[config.mk]
export PLATFORM = sky130hd
export DESIGN_NAME = frontend_top
export DESIGN_NICKNAME = d
export VERILOG_FILES = /design/src/design/frontend_pkg.sv /design/src/design/frontend_top.sv /design/src/design/fetch_queue.sv /design/src/design/jal_predecoder.sv /design/src/design/instr_rom.sv /design/src/design/fetch_unit.sv
export SDC_FILE = /design/constraint.sdc
export NUM_CORES = 1
export LEC_CHECK = 0
export BUFFER_PORTS_ARGS = -buffer_cell sky130_fd_sc_hd__buf_2
export CORE_MARGIN = 3
export CORE_UTILIZATION = 55
export CTS_CLUSTER_DIAMETER = 120
export DETAILED_ROUTE_END_ITERATION = 12
export PLACE_DENSITY = 0.78
export REMOVE_ABC_BUFFERS = 1
export SLEW_MARGIN = 20
export SYNTH_ARGS = -nofsm -noshare
export SYNTH_HDL_FRONTEND = slang
export SYNTH_HIERARCHICAL = 1
export SYNTH_SLANG_ARGS = --single-unit
[constraint.sdc]
create_clock -name clk -period 3.7 [get_ports clk]
set_input_delay 0.555 -clock clk [delete_from_list [all_inputs] [get_ports clk]]
set_output_delay 0.555 -clock clk [all_outputs]
set_load 0.05 [all_outputs]
[src/design/rom_image.hex]
// one 32-bit instruction word per line, word index 0 to 15 from the top
// word 12 is jal x1, +12 and lands on word 15, the rest are addi
00000013
00100093
00200113
00300193
00400213
00500293
00600313
00700393
00800413
00900493
00a00513
00b00593
00c000ef
00d00693
00e00713
00f00793

[src/design/frontend_pkg.sv]
// front-end package: widths, fetch types and the instruction-word view shared by all blocks
package frontend_pkg;

    // data and address width of the core
    localparam int xlen = 32;

    // pc after power-on reset and after a system reset
    localparam logic [xlen-1:0] start_address = 32'h0000_0000;

    // the rom holds sixteen words and is addressed by pc bits 5 to 2
    localparam int rom_words      = 16;
    localparam int rom_addr_width = 4;
    localparam string rom_image_file = "/design/src/design/rom_image.hex";

    // queue depth is also the credit count the fetch unit starts with
    localparam int queue_depth     = 4;
    localparam int queue_ptr_width = $clog2(queue_depth);
    // counters must hold the value queue_depth itself
    localparam int credit_width    = $clog2(queue_depth + 1);

    localparam int tag_width = 3;
    localparam logic [6:0] opcode_jal = 7'b110_1111;

    typedef logic [tag_width-1:0] fetch_tag_t;

    // redirect requests from the back end, mepc travels on its own port
    typedef struct packed {
        logic            jump;
        logic [xlen-1:0] jump_target;
        logic            exception;
        logic            interrupt_ack;
        logic            machine_return;
        logic [xlen-1:0] mtvec;
    } redirect_req_t;

    // one request towards the rom
    typedef struct packed {
        logic [xlen-1:0] pc;
        fetch_tag_t      tag;
    } fetch_req_t;

    // a fetched word together with the pc and flow tag it belongs to
    typedef struct packed {
        logic [xlen-1:0] pc;
        logic [xlen-1:0] instr;
        fetch_tag_t      tag;
    } fetch_entry_t;

    // J-type field layout, msb first
    typedef struct packed {
        logic       imm20;
        logic [9:0] imm10_1;
        logic       imm11;
        logic [7:0] imm19_12;
        logic [4:0] rd;
        logic [6:0] opcode;
    } j_type_t;

    // the same 32-bit word seen whole or split into J-type fields
    typedef union packed {
        logic [xlen-1:0] raw;
        j_type_t         j;
    } instr_word_u;

endpackage
[src/design/frontend_top.sv]
// instruction front end: fetch unit, rom, jal predecoder and fetch queue joined by credit flow
`timescale 1ns/1ps

module frontend_top (
    input  logic                          clk,
    input  logic                          reset_n,
    input  logic                          sys_reset_i,
    input  frontend_pkg::redirect_req_t   redirect_i,
    input  logic [frontend_pkg::xlen-1:0] mepc_i,
    input  logic                          pop_i,
    output logic                          valid_o,
    output frontend_pkg::fetch_entry_t    entry_o
);

    import frontend_pkg::*;

    // request path towards the rom
    logic         req_valid;
    fetch_req_t   fetch_req;

    // response path back from the rom
    logic         rsp_valid;
    fetch_entry_t rsp;

    // predecode feedback and flow control
    fetch_tag_t      cur_tag;
    logic            jal_taken;
    logic [xlen-1:0] jal_target;
    logic            enq;
    logic            credit_return;

    fetch_unit fetch_unit_i (
        .clk             (clk),
        .reset_n         (reset_n),
        .sys_reset_i     (sys_reset_i),
        .redirect_i      (redirect_i),
        .mepc_i          (mepc_i),
        .jal_taken_i     (jal_taken),
        .jal_target_i    (jal_target),
        .rsp_valid_i     (rsp_valid),
        .rsp_tag_i       (rsp.tag),
        .credit_return_i (credit_return),
        .req_valid_o     (req_valid),
        .req_o           (fetch_req),
        .cur_tag_o       (cur_tag),
        .enq_o           (enq)
    );

    instr_rom instr_rom_i (
        .clk         (clk),
        .reset_n     (reset_n),
        .req_valid_i (req_valid),
        .req_i       (fetch_req),
        .rsp_valid_o (rsp_valid),
        .rsp_o       (rsp)
    );

    // the predecoder looks at the same response the queue is about to take
    jal_predecoder jal_predecoder_i (
        .rsp_valid_i  (rsp_valid),
        .rsp_i        (rsp),
        .cur_tag_i    (cur_tag),
        .jal_taken_o  (jal_taken),
        .jal_target_o (jal_target)
    );

    fetch_queue fetch_queue_i (
        .clk             (clk),
        .reset_n         (reset_n),
        .sys_reset_i     (sys_reset_i),
        .enq_i           (enq),
        .entry_i         (rsp),
        .pop_i           (pop_i),
        .valid_o         (valid_o),
        .entry_o         (entry_o),
        .credit_return_o (credit_return)
    );

endmodule

[src/design/fetch_queue.sv]
// fetch queue: four-entry circular buffer of fetched words, returns one credit per pop
`timescale 1ns/1ps

module fetch_queue (
    input  logic                       clk,
    input  logic                       reset_n,
    input  logic                       sys_reset_i,
    input  logic                       enq_i,
    input  frontend_pkg::fetch_entry_t entry_i,
    input  logic                       pop_i,
    output logic                       valid_o,
    output frontend_pkg::fetch_entry_t entry_o,
    output logic                       credit_return_o
);

    import frontend_pkg::*;

    fetch_entry_t                slots [queue_depth];
    logic [queue_ptr_width-1:0]  wr_ptr;
    logic [queue_ptr_width-1:0]  rd_ptr;
    logic [credit_width-1:0]     count;

    logic push;
    logic pop_ok;

    // there is no full check, the fetch unit never has more requests out than free slots
    assign push   = enq_i && !sys_reset_i;
    // a pop on an empty queue is ignored
    assign pop_ok = pop_i && valid_o && !sys_reset_i;

    assign valid_o         = (count != '0);
    assign entry_o         = slots[rd_ptr];
    assign credit_return_o = pop_ok;

    // storage is written only, the pointers tell which slots hold data
    always_ff @(posedge clk) begin
        if (push) begin
            slots[wr_ptr] <= entry_i;
        end
    end

    always_ff @(posedge clk or negedge reset_n) begin
        if (!reset_n) begin
            wr_ptr <= '0;
            rd_ptr <= '0;
            count  <= '0;
        end else if (sys_reset_i) begin
            // system reset drops everything queued
            wr_ptr <= '0;
            rd_ptr <= '0;
            count  <= '0;
        end else begin
            // the pointers wrap naturally since the depth is a power of two
            if (push) begin
                wr_ptr <= wr_ptr + 1'b1;
            end
            if (pop_ok) begin
                rd_ptr <= rd_ptr + 1'b1;
            end
            count <= count + credit_width'(push) - credit_width'(pop_ok);
        end
    end

endmodule

[src/design/jal_predecoder.sv]
// jal predecoder: spots jal in a returned word and computes its target in the same cycle
`timescale 1ns/1ps

module jal_predecoder (
    input  logic                          rsp_valid_i,
    input  frontend_pkg::fetch_entry_t    rsp_i,
    input  frontend_pkg::fetch_tag_t      cur_tag_i,
    output logic                          jal_taken_o,
    output logic [frontend_pkg::xlen-1:0] jal_target_o
);

    import frontend_pkg::*;

    instr_word_u     word;
    logic            is_jal;
    logic [xlen-1:0] j_imm;

    assign word.raw = rsp_i.instr;

    // the opcode sits in the low seven bits of every format
    assign is_jal = (word.j.opcode == opcode_jal);

    // j immediate is scattered over the word, bit 0 is always zero
    assign j_imm = {{11{word.j.imm20}},
                    word.j.imm20,
                    word.j.imm19_12,
                    word.j.imm11,
                    word.j.imm10_1,
                    1'b0};

    assign jal_target_o = rsp_i.pc + j_imm;

    // a jal from a flow that was already redirected must not steer fetch again
    assign jal_taken_o = rsp_valid_i && is_jal && (rsp_i.tag == cur_tag_i);

endmodule

[src/design/instr_rom.sv]
// instruction rom: sixteen words from the program image, one cycle read latency
`timescale 1ns/1ps

module instr_rom (
    input  logic                       clk,
    input  logic                       reset_n,
    input  logic                       req_valid_i,
    input  frontend_pkg::fetch_req_t   req_i,
    output logic                       rsp_valid_o,
    output frontend_pkg::fetch_entry_t rsp_o
);

    import frontend_pkg::*;

    logic [xlen-1:0] mem [rom_words];

    initial begin
        $readmemh(rom_image_file, mem);
    end

    // the word index is pc bits 5 to 2, so higher addresses alias onto the image
    always_ff @(posedge clk) begin
        if (req_valid_i) begin
            rsp_o.pc    <= req_i.pc;
            rsp_o.tag   <= req_i.tag;
            rsp_o.instr <= mem[req_i.pc[rom_addr_width+1:2]];
        end
    end

    always_ff @(posedge clk or negedge reset_n) begin
        if (!reset_n) begin
            rsp_valid_o <= 1'b0;
        end else begin
            rsp_valid_o <= req_valid_i;
        end
    end

endmodule

[src/design/fetch_unit.sv]
// fetch unit: picks the next pc by priority, keeps the flow tag and credits, filters stale responses
`timescale 1ns/1ps

module fetch_unit (
    input  logic                              clk,
    input  logic                              reset_n,
    input  logic                              sys_reset_i,
    input  frontend_pkg::redirect_req_t       redirect_i,
    input  logic [frontend_pkg::xlen-1:0]     mepc_i,
    input  logic                              jal_taken_i,
    input  logic [frontend_pkg::xlen-1:0]     jal_target_i,
    input  logic                              rsp_valid_i,
    input  frontend_pkg::fetch_tag_t          rsp_tag_i,
    input  logic                              credit_return_i,
    output logic                              req_valid_o,
    output frontend_pkg::fetch_req_t          req_o,
    output frontend_pkg::fetch_tag_t          cur_tag_o,
    output logic                              enq_o
);

    import frontend_pkg::*;

    logic [xlen-1:0]         pc;
    fetch_tag_t              cur_tag;
    logic [credit_width-1:0] credit_cnt;
    logic [credit_width-1:0] credit_next;

    logic            redirect_taken;
    logic [xlen-1:0] redirect_pc;
    logic            req_fire;
    logic            rsp_stale;

    // machine return beats trap entry, trap entry beats jump, and the predecoded jal comes last
    always_comb begin
        redirect_taken = 1'b1;
        redirect_pc    = jal_target_i;
        if (redirect_i.machine_return) begin
            redirect_pc = mepc_i;
        end else if (redirect_i.exception || redirect_i.interrupt_ack) begin
            redirect_pc = redirect_i.mtvec;
        end else if (redirect_i.jump) begin
            redirect_pc = redirect_i.jump_target;
        end else if (!jal_taken_i) begin
            redirect_taken = 1'b0;
        end
    end

    // no request goes out while the system reset is held, so nothing is in flight afterwards
    assign req_valid_o = (credit_cnt != '0) && !sys_reset_i;
    assign req_fire    = req_valid_o;

    assign req_o.pc  = pc;
    assign req_o.tag = cur_tag;
    assign cur_tag_o = cur_tag;

    // only responses of the current flow go to the queue
    assign enq_o     = rsp_valid_i && (rsp_tag_i == cur_tag) && !sys_reset_i;
    // a response from an older flow is thrown away and hands its credit straight back
    assign rsp_stale = rsp_valid_i && (rsp_tag_i != cur_tag);

    // the queue and the dropped responses give credits back, every request spends one
    assign credit_next = credit_cnt
                       + credit_width'(credit_return_i)
                       + credit_width'(rsp_stale)
                       - credit_width'(req_fire);

    always_ff @(posedge clk or negedge reset_n) begin
        if (!reset_n) begin
            pc         <= start_address;
            cur_tag    <= '0;
            credit_cnt <= credit_width'(queue_depth);
        end else if (sys_reset_i) begin
            // the queue is flushed in the same cycle, so every credit is home again
            pc         <= start_address;
            cur_tag    <= '0;
            credit_cnt <= credit_width'(queue_depth);
        end else begin
            credit_cnt <= credit_next;
            if (redirect_taken) begin
                // the request in flight now keeps the old tag and will be dropped
                pc      <= redirect_pc;
                cur_tag <= cur_tag + 1'b1;
            end else if (req_fire) begin
                pc <= pc + 32'd4;
            end
        end
    end

endmodule

==> parameters.txt <==
Parameter                              Value

Logic synthesis
  Combinational family with the most area after synthesis ... multiplexers
  Count of synthesis-stage warnings from yosys ... 6
  Synth Register Bits ... 349
  Yosys cell types ... 85
  Netlist area before placement ... 16700 sq um
  Sequential-to-total area share from yosys stat ... 61.5%
  Async set-reset flop share out of synthesis ... 13.2%
  Most used DFF post-synth ... sky130_fd_sc_hd__edfxtp_1
  Cells after Synth ... 1106
  XOR/XNOR share of the synthesized area ... 3.18%
  Multiplexer fraction of the synthesized cell area ... 11.1%
  Adder-Cell Fraction of Synth Area ... 3.41%
  Area share of and/or/nand/nor cells after synthesis ... 7.40%
  Share of the synthesized area in compound gates (AO/OA/AOI/OAI) ... 9.08%
  Post-synth EDFFs ... 303
  Mean cell area of the mapped netlist ... 15.1 sq um

Timing
  Final period demand of the worst path ... 3.12 ns
  Upper clock frequency limit ... 0.320 GHz
  Worst clock skew ... 0.0117 ns
  Final Slew Violations ... 0
  Final hold vios ... 0
  Period utilisation layout ... 84.3%
  Max transition margin ... 33.0%
  Slew at the pin closest to its max-slew limit ... 1.01 ns
  Setup repair after global routing missed its margin ... false
  Final setup violation count ... 0

Job
  Number of max-cap violations ... 0

Power and ir drop
  Proportion of total power due to net switching ... 30.6%
  Part of the power in combinational logic ... 24.3%
  Clock Power Share ... 31.8%
  Maximum ir drop on the vdd rail ... 0.289 mV
  Switching power ... 3340 uW
  Overall Power ... 10900 uW
  Total power density per cell area ... 579 nW/um^2
  Internal portion of total power ... 7580 uW
  Power share of the sequential group ... 43.9%
  Leak pwr ... 0.00676 uW

CTS
  TritonCTS clock tree ... yes
  Cell at the root of the clock tree ... sky130_fd_sc_hd__clkbuf_16
  Hold-fix buffers, CTS ... 1
  Number of buffers inserted by post-CTS setup repair ... 0
  Cts bufs inserted ... 35
  Number of gates resized after cts ... 0
  Clock-pin slew of the registers on the worst-case setup and hold paths ... 0.05 ns
  H-tree depth ... 2
  Clk sinks ... 349
  Bufs on Longest Clock Path ... 3
  Clock insertion delay at the later pin of the skew report ... 0.51 ns

Worst setup path
  Startpoint of the most critical register-to-register path ... instr_rom_i/rsp_o[2]
  Required @ worst endpoint ... 3.14 ns
  Highest net fanout along the worst path ... 34
  Crit path launch ... fetch_queue_i/rd_ptr[0]
  Worst setup EP type ... output pin
  Worst endpoint data arrival time ... 2.57 ns
  Sort of element at the start of the critical path ... flop
  Type of the worst setup path ... reg2out

Global route
  Gr usage total ... 23.4%
  Global-route wire length before repair ... 59.3 mm
  Remaining global-route overflow ... 0
  Number of antenna violations at the first check in global routing ... 0
  Largest net degree at the start of global routing ... 51
  Via count of the first global-routing pass ... 10300

Detailed routing
  Remaining antenna violation count after routing ... 0
  Number of iterations in the first detailed-routing pass ... 6
  Avg Vias per Cell ... 6.05
  DRT iter0 DRCs ... 804
  Average wire per cell in the routed design ... 22.6 um
  Detailed Route WL ... 38.1 mm
  Drc violations ... 0
  Via Count ... 10200

Layout
  Synthesis-to-layout area growth ... 13.1%
  Number of nets in the final layout ... 1423
  Number of antenna cells inserted ... 0
  Most common cell after layout, fill and taps aside ... sky130_fd_sc_hd__edfxtp_1
  Fraction of final layout cells with drive strength greater than 1 ... 27.1%
  Most frequent cells in the layout ... sky130_fd_sc_hd__edfxtp_1, sky130_fd_sc_hd__buf_2, sky130_fd_sc_hd__nor2_1, sky130_fd_sc_hd__mux4_2, sky130_fd_sc_hd__a21oi_1
  Post-route standard cell area excluding fillers ... 18900 sq um

Die
  Boundary Pins ... 172
  Total die area ... 32400 sq um
  Die H ... 180 um
  Area of the core region ... 29700 sq um
  Die width ... 180 um
  # rows ... 63
  Initial cell density of the core ... 56.1%

Placement
  Count of input and output buffers ... 171
  Placed wire-length estimate ... 26.1 mm
  RD Place Congestion ... 0.881
  Placed standard-cell area ... 17700 sq um

Min path
  Hold/Removal Path Class ... in2async

Run status
  Run status ... completed
[sequential cells by signal (all words and copies together) (netlist names)]
register                 count
instr_rom_i/rsp_valid_o      1
fetch_queue_i/count          3
fetch_queue_i/rd_ptr         2
instr_rom_i/rsp_o           35
fetch_unit_i/pc             32
fetch_queue_i/wr_ptr         2
fetch_unit_i/cur_tag_o       3
fetch_unit_i/credit_cnt      3
fetch_queue_i/slots        268
[metal layers]
layer	wire length [um]	GRT usage, %
met4	841	6.14
met1	15800	32.5
met5	0	0
met2	18600	38.3
met3	2840	4.93
[worst max-delay path: stages (launching register included)]
cell and delay, ns:
sky130_fd_sc_hd__dfrtp_4 0.89, sky130_fd_sc_hd__buf_4 0.35, sky130_fd_sc_hd__mux4_2 0.55, sky130_fd_sc_hd__buf_2 0.23
[layout make-up]
| cell class | instances | area (sq um) |
|---|---|---|
| clock buffer | 45 | 986 |
| clock inverter | 15 | 148 |
| inverter | 21 | 78.8 |
| timing repair buffer | 194 | 1070 |
| fill | 2176 | 10900 |
| multi-input combinational | 675 | 5830 |
| sequential | 349 | 10300 |
| tap | 390 | 488 |
[path summary, 6_finish.rpt]
path,endpoint,slack [ns],cells past startpoint
setup / recovery,entry_o[48],0.58,3
hold / removal,fetch_queue_i/rd_ptr[0],0.36,2
setup reg to reg,fetch_queue_i/count[2],0.82,12
hold reg to reg,instr_rom_i/rsp_o[36],0.46,0
max in group asynchronous,fetch_unit_i/pc[17],2.56,3
min in group clk,fetch_unit_i/pc[1],0.38,3
[logic make-up (layout without fill, tap and decap cells)]
family,Yosys count,after routing
flip-flops,349,349
AND/OR/NAND/NOR,232,232
AO/OA/AOI/OAI,209,209
buffers and inverters,113,275
multiplexers,100,100
XOR/XNOR,59,59
adder cells (fa/ha/maj),43,43
other,1,32
[per-stage QoR]
step | util [%] | hold slack (ns) | cells | worst slack, ns | TNS, ns
global route | 63.4 | 0.377 | 1689 | 0.414 | 0
CTS | 63.4 | 0.348 | 1689 | 0.494 | 0
global placement | 59.6 | 0.351 | 1628 | 0.869 | 0
finish | 63.4 | 0.364 | 1689 | 0.579 | 0
detailed placement | 59.6 | 0.352 | 1628 | 0.780 | 0
floorplan | - | 0.259 | 1045 | -0.377 | -25.29
[power groups by stage]
stage	Combinational, uW	Clock [uW]	Sequential [uW]
4_1_cts	2580	3540	4800
3_3_place_gp	2550	0	4850
6_report	2650	3480	4790
2_1_floorplan	1900	0	4840
5_1_grt	2840	3690	4830
3_5_place_dp	2560	0	4880
[synthesized netlist by cell type, types with 4 or more instances]
| master | number | area (sq um) |
|---|---|---|
| sky130_fd_sc_hd__mux4_2 | 67 | 1510 |
| sky130_fd_sc_hd__a21oi_1 | 53 | 265 |
| sky130_fd_sc_hd__buf_12 | 7 | 140 |
| sky130_fd_sc_hd__o21bai_1 | 6 | 45.0 |
| sky130_fd_sc_hd__or3_1 | 5 | 31.3 |
| sky130_fd_sc_hd__xnor2_1 | 34 | 298 |
| sky130_fd_sc_hd__clkbuf_1 | 18 | 67.6 |
| sky130_fd_sc_hd__edfxtp_1 | 303 | 9100 |
| sky130_fd_sc_hd__a41oi_1 | 4 | 35.0 |
| sky130_fd_sc_hd__nor2b_1 | 7 | 43.8 |
| sky130_fd_sc_hd__nor4_1 | 4 | 25.0 |
| sky130_fd_sc_hd__a31oi_1 | 5 | 31.3 |
| sky130_fd_sc_hd__nand2_1 | 43 | 161 |
| sky130_fd_sc_hd__buf_1 | 5 | 18.8 |
| sky130_fd_sc_hd__a21o_1 | 6 | 45.0 |
| sky130_fd_sc_hd__buf_4 | 39 | 293 |
| sky130_fd_sc_hd__dfrtp_1 | 45 | 1130 |
| sky130_fd_sc_hd__and3_1 | 8 | 50.1 |
| sky130_fd_sc_hd__o211ai_1 | 4 | 30.0 |
| sky130_fd_sc_hd__mux2i_1 | 31 | 310 |
| sky130_fd_sc_hd__xor2_1 | 24 | 210 |
| sky130_fd_sc_hd__ha_1 | 39 | 488 |
| sky130_fd_sc_hd__o21ai_0 | 21 | 105 |
| sky130_fd_sc_hd__buf_2 | 19 | 95.1 |
| sky130_fd_sc_hd__and2_1 | 6 | 37.5 |
| sky130_fd_sc_hd__fa_1 | 4 | 80.1 |
| sky130_fd_sc_hd__a211o_1 | 9 | 78.8 |
| sky130_fd_sc_hd__nor2_1 | 73 | 274 |
| sky130_fd_sc_hd__a221oi_1 | 6 | 52.6 |
| sky130_fd_sc_hd__nand4_1 | 16 | 100 |
| sky130_fd_sc_hd__and4_1 | 7 | 61.3 |
| sky130_fd_sc_hd__a211oi_2 | 6 | 75.1 |
| sky130_fd_sc_hd__o31ai_1 | 4 | 30.0 |
| sky130_fd_sc_hd__nand3_1 | 27 | 135 |
| sky130_fd_sc_hd__inv_1 | 21 | 78.8 |
| sky130_fd_sc_hd__a211oi_1 | 47 | 353 |
| sky130_fd_sc_hd__nor3_1 | 12 | 60.1 |
| sky130_fd_sc_hd__a311oi_1 | 4 | 35.0 |
Power figures use the tool's default switching activity.
